### src/logic/pixel_pkg.sv
`default_nettype none

package pixel_pkg;

    localparam int FRAME_W      = 16;
    localparam int FRAME_H      = 16;
    localparam int BLK          = 4;    // Block edge in pixels
    localparam int BLKS_PER_ROW = 4;
    localparam int NBR_DEFAULT  = 128;  // Stand-in for a neighbor outside the frame

    typedef logic [7:0] pixel_t;
    typedef logic [7:0] pix_addr_t;     // Row * FRAME_W + column
    typedef logic [$clog2(BLKS_PER_ROW * BLKS_PER_ROW)-1:0] blk_idx_t; // {row, col}
    typedef logic signed [8:0] residual_t;
    typedef logic [4:0] slot_t;         // Fetch slot number

    // Fetch slots: block pixels, then top row, then left column
    localparam slot_t SLOT_TOP  = slot_t'(BLK * BLK);
    localparam slot_t SLOT_LEFT = slot_t'(BLK * BLK + BLK);
    localparam slot_t N_SLOTS   = slot_t'(BLK * BLK + 2 * BLK);

    typedef enum logic [1:0] {
        PRED_VERT  = 2'd0,
        PRED_HORIZ = 2'd1,
        PRED_DC    = 2'd2
    } pred_mode_t;

    typedef struct packed {
        logic      valid;
        pix_addr_t addr;
        pixel_t    data;
    } pix_wr_t;

    typedef struct packed {
        logic       valid;
        blk_idx_t   blk;
        pred_mode_t mode;
    } fetch_cmd_t;

    typedef struct packed {
        pixel_t [BLK*BLK-1:0] pix;  // Raster order inside the block
        pixel_t [BLK-1:0]     top;
        pixel_t [BLK-1:0]     left;
        pred_mode_t           mode;
        blk_idx_t             blk;
    } nbr_block_t;

    typedef struct packed {
        residual_t [BLK*BLK-1:0] data;
        blk_idx_t                blk;
    } res_bundle_t;

    typedef struct packed {
        residual_t data;
        logic      last;
        blk_idx_t  blk;
    } res_beat_t;

endpackage

`default_nettype wire

### src/logic/apb_pkg.sv
`default_nettype none

package apb_pkg;

    typedef logic [11:0] apb_addr_t;
    typedef logic [31:0] apb_data_t;

    typedef struct packed {
        apb_addr_t paddr;
        logic      psel;
        logic      penable;
        logic      pwrite;
        apb_data_t pwdata;
    } apb_req_t;

    typedef struct packed {
        apb_data_t prdata;
        logic      pready;
        logic      pslverr;
    } apb_rsp_t;

    // Register map
    localparam apb_addr_t ADDR_PIX_BASE = 12'h000;  // 0x000..0x0FF, one pixel per word
    localparam apb_addr_t ADDR_CTRL     = 12'h100;
    localparam apb_addr_t ADDR_STATUS   = 12'h104;

    localparam int CTRL_BLK_LSB   = 0;
    localparam int CTRL_MODE_LSB  = 4;
    localparam int CTRL_START_BIT = 8;

    localparam int STAT_BUSY_BIT  = 0;
    localparam int STAT_PEND_BIT  = 1;
    localparam int STAT_DONE_LSB  = 8;

endpackage

`default_nettype wire

### src/logic/apb_regfile.sv
`timescale 1ns/1ps
`default_nettype none

module apb_regfile import pixel_pkg::*, apb_pkg::*; (
    input  logic       clk,
    input  logic       rst,
    input  apb_req_t   apb_req,
    output apb_rsp_t   apb_rsp,
    output pix_wr_t    pix_wr,
    output fetch_cmd_t fetch_cmd,
    input  logic       fetch_busy,
    input  logic       out_pending,
    input  logic       beat_done
);

    logic       access;
    logic       wr_acc;
    logic       rd_acc;
    logic       pix_hit;
    logic       ctrl_hit;
    logic       stat_hit;
    logic       start_req;
    logic       start_bad;
    logic [7:0] blocks_done;
    apb_data_t  status_word;

    assign access = apb_req.psel && apb_req.penable; // Access phase, never waits
    assign wr_acc = access && apb_req.pwrite;
    assign rd_acc = access && !apb_req.pwrite;

    assign pix_hit  = apb_req.paddr[11:8] == ADDR_PIX_BASE[11:8];
    assign ctrl_hit = apb_req.paddr == ADDR_CTRL;
    assign stat_hit = apb_req.paddr == ADDR_STATUS;

    assign start_req = wr_acc && ctrl_hit && apb_req.pwdata[CTRL_START_BIT];
    // Mode 3 has no predictor, and a second block cannot queue behind the fetcher
    assign start_bad = fetch_busy || (apb_req.pwdata[CTRL_MODE_LSB +: 2] == 2'd3);

    always_comb begin
        pix_wr.valid = wr_acc && pix_hit;
        pix_wr.addr  = pix_addr_t'(apb_req.paddr[7:0]);
        pix_wr.data  = pixel_t'(apb_req.pwdata[7:0]);
    end

    // Single-cycle start pulse during the access phase
    always_comb begin
        fetch_cmd.valid = start_req && !start_bad;
        fetch_cmd.blk   = blk_idx_t'(apb_req.pwdata[CTRL_BLK_LSB +: 4]);
        fetch_cmd.mode  = pred_mode_t'(apb_req.pwdata[CTRL_MODE_LSB +: 2]);
    end

    always_comb begin
        status_word = '0;
        status_word[STAT_BUSY_BIT] = fetch_busy;
        status_word[STAT_PEND_BIT] = out_pending;
        status_word[STAT_DONE_LSB +: 8] = blocks_done;
    end

    always_comb begin
        apb_rsp.pready  = 1'b1;
        apb_rsp.prdata  = (rd_acc && stat_hit) ? status_word : '0; // Pixels and CTRL read 0
        apb_rsp.pslverr = (access && !(pix_hit || ctrl_hit || stat_hit))
                        || (start_req && start_bad);
    end

    // Completed blocks, wraps at 256
    always_ff @(posedge clk) begin
        if (rst) begin
            blocks_done <= '0;
        end else if (beat_done) begin
            blocks_done <= blocks_done + 8'd1;
        end
    end

endmodule

`default_nettype wire

### src/logic/frame_buffer.sv
`timescale 1ns/1ps
`default_nettype none

module frame_buffer import pixel_pkg::*; (
    input  logic      clk,
    input  pix_wr_t   pix_wr,
    input  pix_addr_t rd_addr,
    output pixel_t    rd_data
);

    // One luma frame, row-major
    pixel_t mem [FRAME_W*FRAME_H];

    always_ff @(posedge clk) begin
        if (pix_wr.valid) begin
            mem[pix_wr.addr] <= pix_wr.data;
        end
    end

    // Data follows the address by one cycle
    always_ff @(posedge clk) begin
        rd_data <= mem[rd_addr];
    end

endmodule

`default_nettype wire

### src/logic/block_fetch.sv
`timescale 1ns/1ps
`default_nettype none

module block_fetch import pixel_pkg::*; (
    input  logic       clk,
    input  logic       rst,
    input  fetch_cmd_t fetch_cmd,
    output pix_addr_t  rd_addr,
    input  pixel_t     rd_data,
    output nbr_block_t nbr_blk,
    output logic       blk_valid,
    input  logic       blk_ready,
    output logic       busy
);

    typedef enum logic [1:0] {
        IDLE,
        READ,
        HOLD
    } state_t;

    state_t state;
    slot_t  cnt;        // Next slot to issue
    slot_t  prev;       // Slot whose data is on rd_data
    logic   top_miss;
    logic   left_miss;

    function automatic pix_addr_t slot_addr(blk_idx_t b, slot_t s);
        logic [3:0] r0;
        logic [3:0] c0;
        logic [3:0] r;
        logic [3:0] c;
        r0 = 4'(b[3:2] * BLK);
        c0 = 4'(b[1:0] * BLK);
        if (s < SLOT_TOP) begin
            r = r0 + 4'(s[3:2]);
            c = c0 + 4'(s[1:0]);
        end else if (s < SLOT_LEFT) begin
            r = r0 - 4'd1;              // Row above the block
            c = c0 + 4'(s[1:0]);
        end else begin
            r = r0 + 4'(s[1:0]);
            c = c0 - 4'd1;              // Column left of the block
        end
        return pix_addr_t'(r * FRAME_W + c);
    endfunction

    // Slot 0 goes out in the same cycle as the start pulse
    assign rd_addr = (state == IDLE) ? slot_addr(fetch_cmd.blk, '0) : slot_addr(nbr_blk.blk, cnt);

    assign prev      = cnt - 5'd1;
    assign top_miss  = nbr_blk.blk[3:2] == 2'd0;
    assign left_miss = nbr_blk.blk[1:0] == 2'd0;

    assign blk_valid = state == HOLD;
    assign busy      = state != IDLE;

    always_ff @(posedge clk) begin
        if (rst) begin
            state <= IDLE;
            cnt   <= '0;
        end else begin
            case (state)
                IDLE: if (fetch_cmd.valid) begin
                    cnt   <= 5'd1;
                    state <= READ;
                end
                READ: begin
                    if (cnt == N_SLOTS) begin
                        state <= HOLD;          // Last slot captured this cycle
                    end else begin
                        cnt <= cnt + 5'd1;
                    end
                end
                HOLD: if (blk_ready) begin
                    state <= IDLE;
                end
                default: state <= IDLE;
            endcase
        end
    end

    // Payload capture, one slot per cycle behind the issue
    always_ff @(posedge clk) begin
        if (state == IDLE && fetch_cmd.valid) begin
            nbr_blk.blk  <= fetch_cmd.blk;
            nbr_blk.mode <= fetch_cmd.mode;
        end
        if (state == READ) begin
            if (prev < SLOT_TOP) begin
                nbr_blk.pix[prev[3:0]] <= rd_data;
            end else if (prev < SLOT_LEFT) begin
                nbr_blk.top[prev[1:0]] <= top_miss ? pixel_t'(NBR_DEFAULT) : rd_data;
            end else begin
                nbr_blk.left[prev[1:0]] <= left_miss ? pixel_t'(NBR_DEFAULT) : rd_data;
            end
        end
    end

endmodule

`default_nettype wire

### src/logic/intra_predict.sv
`timescale 1ns/1ps
`default_nettype none

module intra_predict import pixel_pkg::*; (
    input  logic        clk,
    input  logic        rst,
    input  nbr_block_t  nbr_blk,
    input  logic        blk_valid,
    output logic        blk_ready,
    output res_bundle_t res,
    output logic        res_valid,
    input  logic        res_ready
);

    res_bundle_t res_next;
    logic [10:0] dc_sum;
    pixel_t      dc_pred;

    // Rounded mean of the 8 neighbors
    always_comb begin
        dc_sum = 11'd4;
        for (int k = 0; k < BLK; k++) begin
            dc_sum = dc_sum + nbr_blk.top[k] + nbr_blk.left[k];
        end
        dc_pred = dc_sum[10:3];
    end

    always_comb begin
        pixel_t pred;
        pred = '0;
        for (int i = 0; i < BLK*BLK; i++) begin
            case (nbr_blk.mode)
                PRED_VERT:  pred = nbr_blk.top[i % BLK];   // Column above
                PRED_HORIZ: pred = nbr_blk.left[i / BLK];  // Row to the left
                default:    pred = dc_pred;
            endcase
            res_next.data[i] = residual_t'({1'b0, nbr_blk.pix[i]} - {1'b0, pred});
        end
        res_next.blk = nbr_blk.blk;
    end

    // Take a new block when empty or when the held one leaves this cycle
    assign blk_ready = !res_valid || res_ready;

    always_ff @(posedge clk) begin
        if (rst) begin
            res_valid <= 1'b0;
        end else if (blk_valid && blk_ready) begin
            res_valid <= 1'b1;
        end else if (res_ready) begin
            res_valid <= 1'b0;
        end
    end

    always_ff @(posedge clk) begin
        if (blk_valid && blk_ready) begin
            res <= res_next;
        end
    end

endmodule

`default_nettype wire

### src/logic/residual_out.sv
`timescale 1ns/1ps
`default_nettype none

module residual_out import pixel_pkg::*; (
    input  logic        clk,
    input  logic        rst,
    input  res_bundle_t res,
    input  logic        res_valid,
    output logic        res_ready,
    output res_beat_t   out_beat,
    output logic        out_valid,
    input  logic        out_ready,
    output logic        pending,
    output logic        beat_done
);

    res_bundle_t hold;      // Beat 0 always sits in data[0]
    logic [3:0]  beat_cnt;
    logic        last;

    assign last      = beat_cnt == 4'd15;
    assign res_ready = !pending;            // Whole bundle must drain first
    assign out_valid = pending;
    assign beat_done = out_valid && out_ready && last;

    always_comb begin
        out_beat.data = hold.data[0];
        out_beat.last = last;
        out_beat.blk  = hold.blk;
    end

    always_ff @(posedge clk) begin
        if (rst) begin
            pending  <= 1'b0;
            beat_cnt <= '0;
        end else if (res_valid && res_ready) begin
            pending  <= 1'b1;
            beat_cnt <= '0;
        end else if (out_valid && out_ready) begin
            pending  <= !last;
            beat_cnt <= beat_cnt + 4'd1;
        end
    end

    always_ff @(posedge clk) begin
        if (res_valid && res_ready) begin
            hold <= res;
        end else if (out_valid && out_ready) begin
            hold.data <= hold.data >> $bits(residual_t);  // Next beat into slot 0
        end
    end

endmodule

`default_nettype wire

### src/logic/intra_top.sv
`timescale 1ns/1ps
`default_nettype none

module intra_top import pixel_pkg::*, apb_pkg::*; (
    input  logic      clk,
    input  logic      rst,
    input  apb_req_t  apb_req,
    output apb_rsp_t  apb_rsp,
    output res_beat_t out_beat,
    output logic      out_valid,
    input  logic      out_ready
);

    pix_wr_t     pix_wr;
    fetch_cmd_t  fetch_cmd;
    pix_addr_t   rd_addr;
    pixel_t      rd_data;
    nbr_block_t  nbr_blk;
    logic        blk_valid;
    logic        blk_ready;
    logic        fetch_busy;
    res_bundle_t res;
    logic        res_valid;
    logic        res_ready;
    logic        out_pending;
    logic        beat_done;

    apb_regfile u_regs (
        .clk         (clk),
        .rst         (rst),
        .apb_req     (apb_req),
        .apb_rsp     (apb_rsp),
        .pix_wr      (pix_wr),
        .fetch_cmd   (fetch_cmd),
        .fetch_busy  (fetch_busy),
        .out_pending (out_pending),
        .beat_done   (beat_done)
    );

    frame_buffer u_frame (
        .clk     (clk),
        .pix_wr  (pix_wr),
        .rd_addr (rd_addr),
        .rd_data (rd_data)
    );

    block_fetch u_fetch (
        .clk       (clk),
        .rst       (rst),
        .fetch_cmd (fetch_cmd),
        .rd_addr   (rd_addr),
        .rd_data   (rd_data),
        .nbr_blk   (nbr_blk),
        .blk_valid (blk_valid),
        .blk_ready (blk_ready),
        .busy      (fetch_busy)
    );

    intra_predict u_pred (
        .clk       (clk),
        .rst       (rst),
        .nbr_blk   (nbr_blk),
        .blk_valid (blk_valid),
        .blk_ready (blk_ready),
        .res       (res),
        .res_valid (res_valid),
        .res_ready (res_ready)
    );

    residual_out u_out (
        .clk       (clk),
        .rst       (rst),
        .res       (res),
        .res_valid (res_valid),
        .res_ready (res_ready),
        .out_beat  (out_beat),
        .out_valid (out_valid),
        .out_ready (out_ready),
        .pending   (out_pending),
        .beat_done (beat_done)
    );

endmodule

`default_nettype wire

### config.mk
export PLATFORM = sky130hd
export DESIGN_NAME = intra_top
export DESIGN_NICKNAME = d
export VERILOG_FILES = /design/src/logic/pixel_pkg.sv /design/src/logic/apb_pkg.sv /design/src/logic/apb_regfile.sv /design/src/logic/frame_buffer.sv /design/src/logic/block_fetch.sv /design/src/logic/intra_predict.sv /design/src/logic/residual_out.sv /design/src/logic/intra_top.sv
export SDC_FILE = /design/constraint.sdc
export NUM_CORES = 2
export LEC_CHECK = 0
export BUFFER_PORTS_ARGS = -buffer_cell sky130_fd_sc_hd__buf_2
export CAP_MARGIN = 20
export CORE_MARGIN = 5
export CORE_UTILIZATION = 57
export DETAILED_ROUTE_END_ITERATION = 16
export MAX_ROUTING_LAYER = met4
export PLACE_DENSITY = 0.73
export SYNTH_ARGS = -nofsm -noshare
export SYNTH_HDL_FRONTEND = slang
export SYNTH_SLANG_ARGS = --single-unit
### constraint.sdc
create_clock -name clk -period 17.35 [get_ports clk]
set_input_delay 0.8675 -clock clk [delete_from_list [all_inputs] [get_ports clk]]
set_output_delay 0.8675 -clock clk [all_outputs]
set_load 0.03 [all_outputs]
# ---- After elaboration in Yosys (flattened, before gate mapping)
# Memories as Yosys holds them, arrays and structs flattened. A register that Yosys moved wholly into a read port is not among the register bits.
# Index checks and enable logic that the tools add are counted.
# Widths: inputs -> output; s select.
dict set report totals {
  reg_bits 515
  latchBits 0
  ramBits 2048
  romBits 0
  inputBits 50
  output_inout_bits 49
  wordCells 213
  n_memories 1
}
dict set report op_classes {
  addsub 35
  mul 0
  div 0
  n_lt_le_gt_ge 8
  eq_ne 13
  shifts 0
  n_mux 46
  bitwise_logic 2
  reduce_logical 42
}
# name depth word_bits read_ports rd_ports_with_merged_regs wr line
set mem_list {}
lappend mem_list {u_frame.mem 256 8 1 1 1 frame_buffer.sv:12} ;# pixel_t mem [FRAME_W*FRAME_H];
# op n
set op_table {}
lappend op_table {{$mux 144} 2}
lappend op_table {{$pmux 8 s2} 16}
lappend op_table {{$sub 8x8->9} 16}
lappend op_table {{$bwmux 128} 1}
lappend op_table {{$add 11x8->11} 7}
lappend op_table {{$bwmux 32} 2}
lappend op_table {{$mux 8} 5}
lappend op_table {{$demux 8 s4} 1}
lappend op_table {{$eq 12x9->1 const B} 2}
lappend op_table {{$lt 5x5->1 const B} 4}
lappend op_table {{$logic_and 1x1->1} 17}
lappend op_table {{$add 8x4->8} 2}
lappend op_table {{$demux 8 s2} 1}
lappend op_table {{$mux 16} 1}
lappend op_table {{$mux 4} 4}
lappend op_table {{$add 4x2->4} 3}
lappend op_table {{$reduce_and 3->1} 4}
lappend op_table {{$mux 5} 2}
lappend op_table {{$pmux 5 s2} 1}
lappend op_table {{$add 3x8->9 const A} 1}
lappend op_table {{$add 8x1->8 const B} 1}
lappend op_table {{$logic_not 2->1} 4}
lappend op_table {{$sub 4x1->4 const B} 2}
lappend op_table {{$logic_not 1->1} 6}
lappend op_table {{22 further kinds} 41}

# ---- Longest topological paths before layout
dict set report depth {
  depth_word 10
  mapped_depth 24
  depth_no_buf 24
}

# ---- Modules after synthesis
# From an unflattened synthesis, not the netlist that was laid out.
dict set report unflattened {
  hier_cells 5790
  area_unflattened_um2 106828.7
}
# mod instances cells_per_inst area_per_inst_um2 seq_area_each_um2
set modules_own_cells {}
lappend modules_own_cells {frame_buffer 1 3733 79556.3 61659.1}
lappend modules_own_cells {intra_predict 1 1251 12280.5 4464.3}
lappend modules_own_cells {residual_out 1 359 7173.1 4544.4}
lappend modules_own_cells {block_fetch 1 339 6957.9 6085.8}
lappend modules_own_cells {apb_regfile 1 108 860.8 160.2}

# ---- Worst setup path before layout
# OpenSTA, ideal clock, no wires.
dict set report synth_timing {
  kind {register to register}
  startpoint {register u_out.pending (netlist: u_out.out_valid)}
  endpoint {register, netlist name u_pred.res[0]}
  setup_time_ps 705
  arrival_time_ps 7817
  t_required_ps 16645
  path_slack_ps 8828
  stages_incl_launch_ff 3
  n_path_buf 1
  synth_period_minus_slack_ps 8522
  path_cell_list {dfxtp_1 -> clkbuf_1 -> a21oi_1}
}
dict set report synth_via {
  elab_chain_len 3
}
# item line
set synth_lines {}
lappend synth_lines {{from (decl)} residual_out.sv:13} ;# output logic pending,
lappend synth_lines {{from (signal assigned)} residual_out.sv:40} ;# pending <= !last;
lappend synth_lines {{$logic_not 1->1} residual_out.sv:22} ;# assign res_ready = !pending;
lappend synth_lines {{$logic_or 1x1->1} intra_predict.sv:43} ;# assign blk_ready = !res_valid || res_ready;
lappend synth_lines {{$logic_and 1x1->1} intra_predict.sv:56} ;# if (blk_valid && blk_ready) begin
# No other way between the ends.
# A chain may end at the register's enable or synchronous reset.

# ---- Worst setup path in the final report
dict set report layout_timing {
  startpoint {register u_fetch.cnt[2]}
  endpoint {register u_frame.rd_data[2] (read register of u_frame.mem)}
}
dict set report layout_via {
  elab_chain_len 5
  elab_cells_between_ends 9
  cone_classes {add/sub (2); order compare (2); mux (5)}
}
# item line
set layout_lines {}
lappend layout_lines {{from (decl)} block_fetch.sv:23} ;# slot_t cnt;
lappend layout_lines {{from (signal assigned)} block_fetch.sv:72} ;# cnt <= cnt + 5'd1;
lappend layout_lines {{$lt 5x5->1} block_fetch.sv:38} ;# end else if (s < SLOT_LEFT) begin
lappend layout_lines {{$mux 4} block_fetch.sv:38}
lappend layout_lines {{$mux 4} block_fetch.sv:35} ;# if (s < SLOT_TOP) begin
lappend layout_lines {{$add 8x4->8 *} block_fetch.sv:45} ;# return pix_addr_t'(r * FRAME_W + c);
lappend layout_lines {{$mux 8 *} block_fetch.sv:49} ;# assign rd_addr = (state == IDLE) ? slot_addr(fetch_cmd.blk, '0) : slot_addr(nbr_blk.blk, cnt);
lappend layout_lines {{to (decl)} frame_buffer.sv:8} ;# output pixel_t rd_data
# Every way passes the cells marked *; elsewhere a longest branch is shown, timed or not.

==> flow_metrics.tcl <==
set metrics [dict create \
    grt_pass1_vias 66000 \
    drv_cap 0 \
    synth.distinct_cells 84 \
    htreeDepth 4 \
    numPortBuffers 52 \
    dr.pass1.iters 8 \
    setup.worst_path.end_class "flop" \
    grt_pass1_wl_um 441000 \
    synthCells 7615 \
    synth_top_area_share 0.714 \
    cts_tree "built" \
    post-route-min-period_ps 6410 \
    worst_slew_margin_rel 0.128 \
    synth_area_leaders "edfxtp_1 71%, nand2_1 2.8%, nor2_1 2.0%, ha_1 1.8%, a21oi_1 1.6%" \
    final_cells 10300 \
    antenna_found_initial 14 \
    routabilityCongestion 0.922 \
    coreArea_mm2 0.187 \
    start_kind "flop" \
    post_synth.cell_area_avg_um2 14.0 \
    r2r_slack_ps 10940 \
    wirelength_um 305000 \
    hold_class "reg -> reg" \
    fp-row-count 159 \
    crit_arrival_ps 7140 \
    cts_hold_buf 0 \
    grt_overflow 0 \
    netlist_area_mm2 0.107 \
    place_inst 9804 \
    path_clk_slew_ps 60 \
    post_cts_resized 0 \
    setup_viol 0 \
    drc 0 \
    insertion_delay_ps 900 \
    p_sw_w 0.00258 \
    cts-buffers-inserted 241 \
    internal_power_w 0.00967 \
    ys_warn_count 0 \
    die_w_um 443 \
    required_ps 18080 \
    die_h_um 443 \
    dieArea_mm2 0.196 \
    ys_seq_elements 2571 \
    clkSinkCount 2571 \
    dp_hpwl_um 180000 \
    synth_enable_flop_cells 2542 \
    layout-drive-gt1-share 0.0953 \
    ios 99 \
    swShare 0.211 \
    syn_to_final_growth_pct 9.78 \
    path_class "reg -> reg" \
    grt.total_usage 0.312 \
    synth.largest_area_cell "edfxtp_1" \
    seqPwrFrac 0.558 \
    slew_viol_final 0 \
    postRouteAntennaNets 0 \
    finalHoldViolCount 0 \
    ir_drop_mv 0.0950 \
    yosys_most_used_dff "edfxtp_1" \
    root_buffer "clkbuf_16" \
    fin_skew_ps 54.8 \
    status "complete, no violations" \
    drt_iter0_drc 10400 \
    worst_pin_slew_ps 1280 \
    via_count 68600 \
    p_clk_frac 0.418 \
    layout_worst_path_cycle_share 0.369 \
    routed_via_density 6.68 \
    cp_max_fo 143 \
    routedWlPerCell_um 29.7 \
    p_per_area_mw_per_mm2 104 \
    post_cts_buffers 0 \
    p_leak_nw 38.6 \
    seq_area_frac_synth 0.720 \
    async_reset_ff_frac 0 \
    tns_ps 0 \
    start_util 0.571 \
    fmax_mhz 156 \
    combPwrFrac 0.024 \
    rsz0062_at_grt "false" \
    nNetsFinal 7816 \
    grt_max_degree 153 \
    clock_path_buffers 3 \
]
## sequential cells by signal, summed over array words and instances, names as in the netlist
signal and flops:
u_frame.mem 2048, u_pred.res 148, u_out.hold 135, u_fetch.state 2, u_out.out_beat 13, u_out.out_valid 1, u_pred.res_valid 1, u_fetch.nbr_blk 198
u_frame.rd_data 8, u_regs.blocks_done 8, u_out.beat_cnt 4, u_fetch.cnt 5
## final cells by class
| cell class | instances | area, um2 |
|---|---|---|
| diodes | 20 | 50.0 |
| clock buffers | 299 | 6310 |
| clock inverters | 152 | 1330 |
| fillers | 13200 | 69900 |
| inverters | 168 | 631 |
| multi-input cells | 4374 | 27300 |
| flip-flops and latches | 2571 | 76900 |
| well taps | 2495 | 3120 |
| repair buffers | 198 | 1630 |
## power groups by stage
stage          clock (W)  sequential [W]  combinational, W
3_3_place_gp           0         0.00697          0.000269
6_report         0.00512         0.00683          0.000294
5_1_grt          0.00542         0.00683          0.000298
4_1_cts          0.00514         0.00683          0.000277
2_1_floorplan          0         0.00696         0.0000994
3_5_place_dp           0         0.00697          0.000275
## per-layer routing
layer | vias up | track usage | share of wire
li1 | 29000 | - | -
met1 | 33700 | 0.411 | 0.36
met2 | 5051 | 0.454 | 0.45
met3 | 965 | 0.0809 | 0.13
met4 | 0 | 0.155 | 0.059
met5 | - | - | 0
## placed cells by master (no fill, tap or decap), drive strengths merged, types with 107 or more instances in the layout
master | synthesis | final
nand3 | 194 | 194
edfxtp | 2542 | 2542
o22ai | 223 | 223
a21o | 107 | 107
clkbuf | 227 | 307
nand2 | 806 | 806
buf | 296 | 190
a21oi | 351 | 351
ha | 150 | 150
clkinv | 0 | 123
a31oi | 131 | 131
nor3 | 247 | 247
o21ai | 275 | 275
inv | 168 | 174
mux2 | 148 | 148
nor2 | 583 | 583
## worst max-delay path, stage by stage, from the launching register on
cell and delay [ps]:
dfxtp_1 770, o21ai_4 130, buf_12 300, a21oi_4 910, buf_12 600, buf_4 690, o22ai_1 180, a311oi_1 240
a21oi_1 100, o221a_2 350, o31ai_1 920, o311ai_1 230, a22oi_1 530
## cells in the mapped netlist, types with 131 or more instances
master,instances
o21ai_0,272
a31oi_1,131
buf_2,167
edfxtp_1,2542
o22ai_1,223
ha_1,150
a21oi_1,349
nand3_1,194
nor2_1,582
clkbuf_1,227
nor3_1,247
mux2_2,148
inv_1,167
nand2_1,806
## path summary, 6_finish.rpt
kind	end	from	depth (start not counted)
max	u_frame.rd_data[2]	u_fetch.cnt[2]	12
min	u_out.out_beat[1]	u_pred.res[1]	0
max reg2reg	u_frame.rd_data[2]	u_fetch.cnt[2]	12
min reg2reg	u_out.out_beat[1]	u_pred.res[1]	0
## cells by family after synthesis
group / Yosys count / synth area share
multiplexers: 236 / 0.0241
AND/OR/NAND/NOR: 2115 / 0.0867
buffers and inverters: 691 / 0.0276
other: 2 / 0.0000703
adder cells (fa/ha/maj): 212 / 0.0292
flip-flops: 2571 / 0.720
AO/OA/AOI/OAI: 1665 / 0.103
XOR/XNOR: 123 / 0.0101
## stage by stage
stage / total power [W] / hold slack [ps] / setup slack [ps] / cell area, um2 / utilization
after CTS: 0.0122 / 372 / 11250 / 117000 / 0.626
after global routing: 0.0125 / 407 / 10930 / 117000 / 0.627
after detailed placement: 0.00724 / 405 / 11260 / 110000 / 0.585
after global placement: 0.00723 / 403 / 10980 / 110000 / 0.585
final: 0.0122 / 417 / 10940 / 117000 / 0.627
after floorplan: 0.00706 / 400 / 8830 / 107000 / -
(Power assumes the default switching activity.)
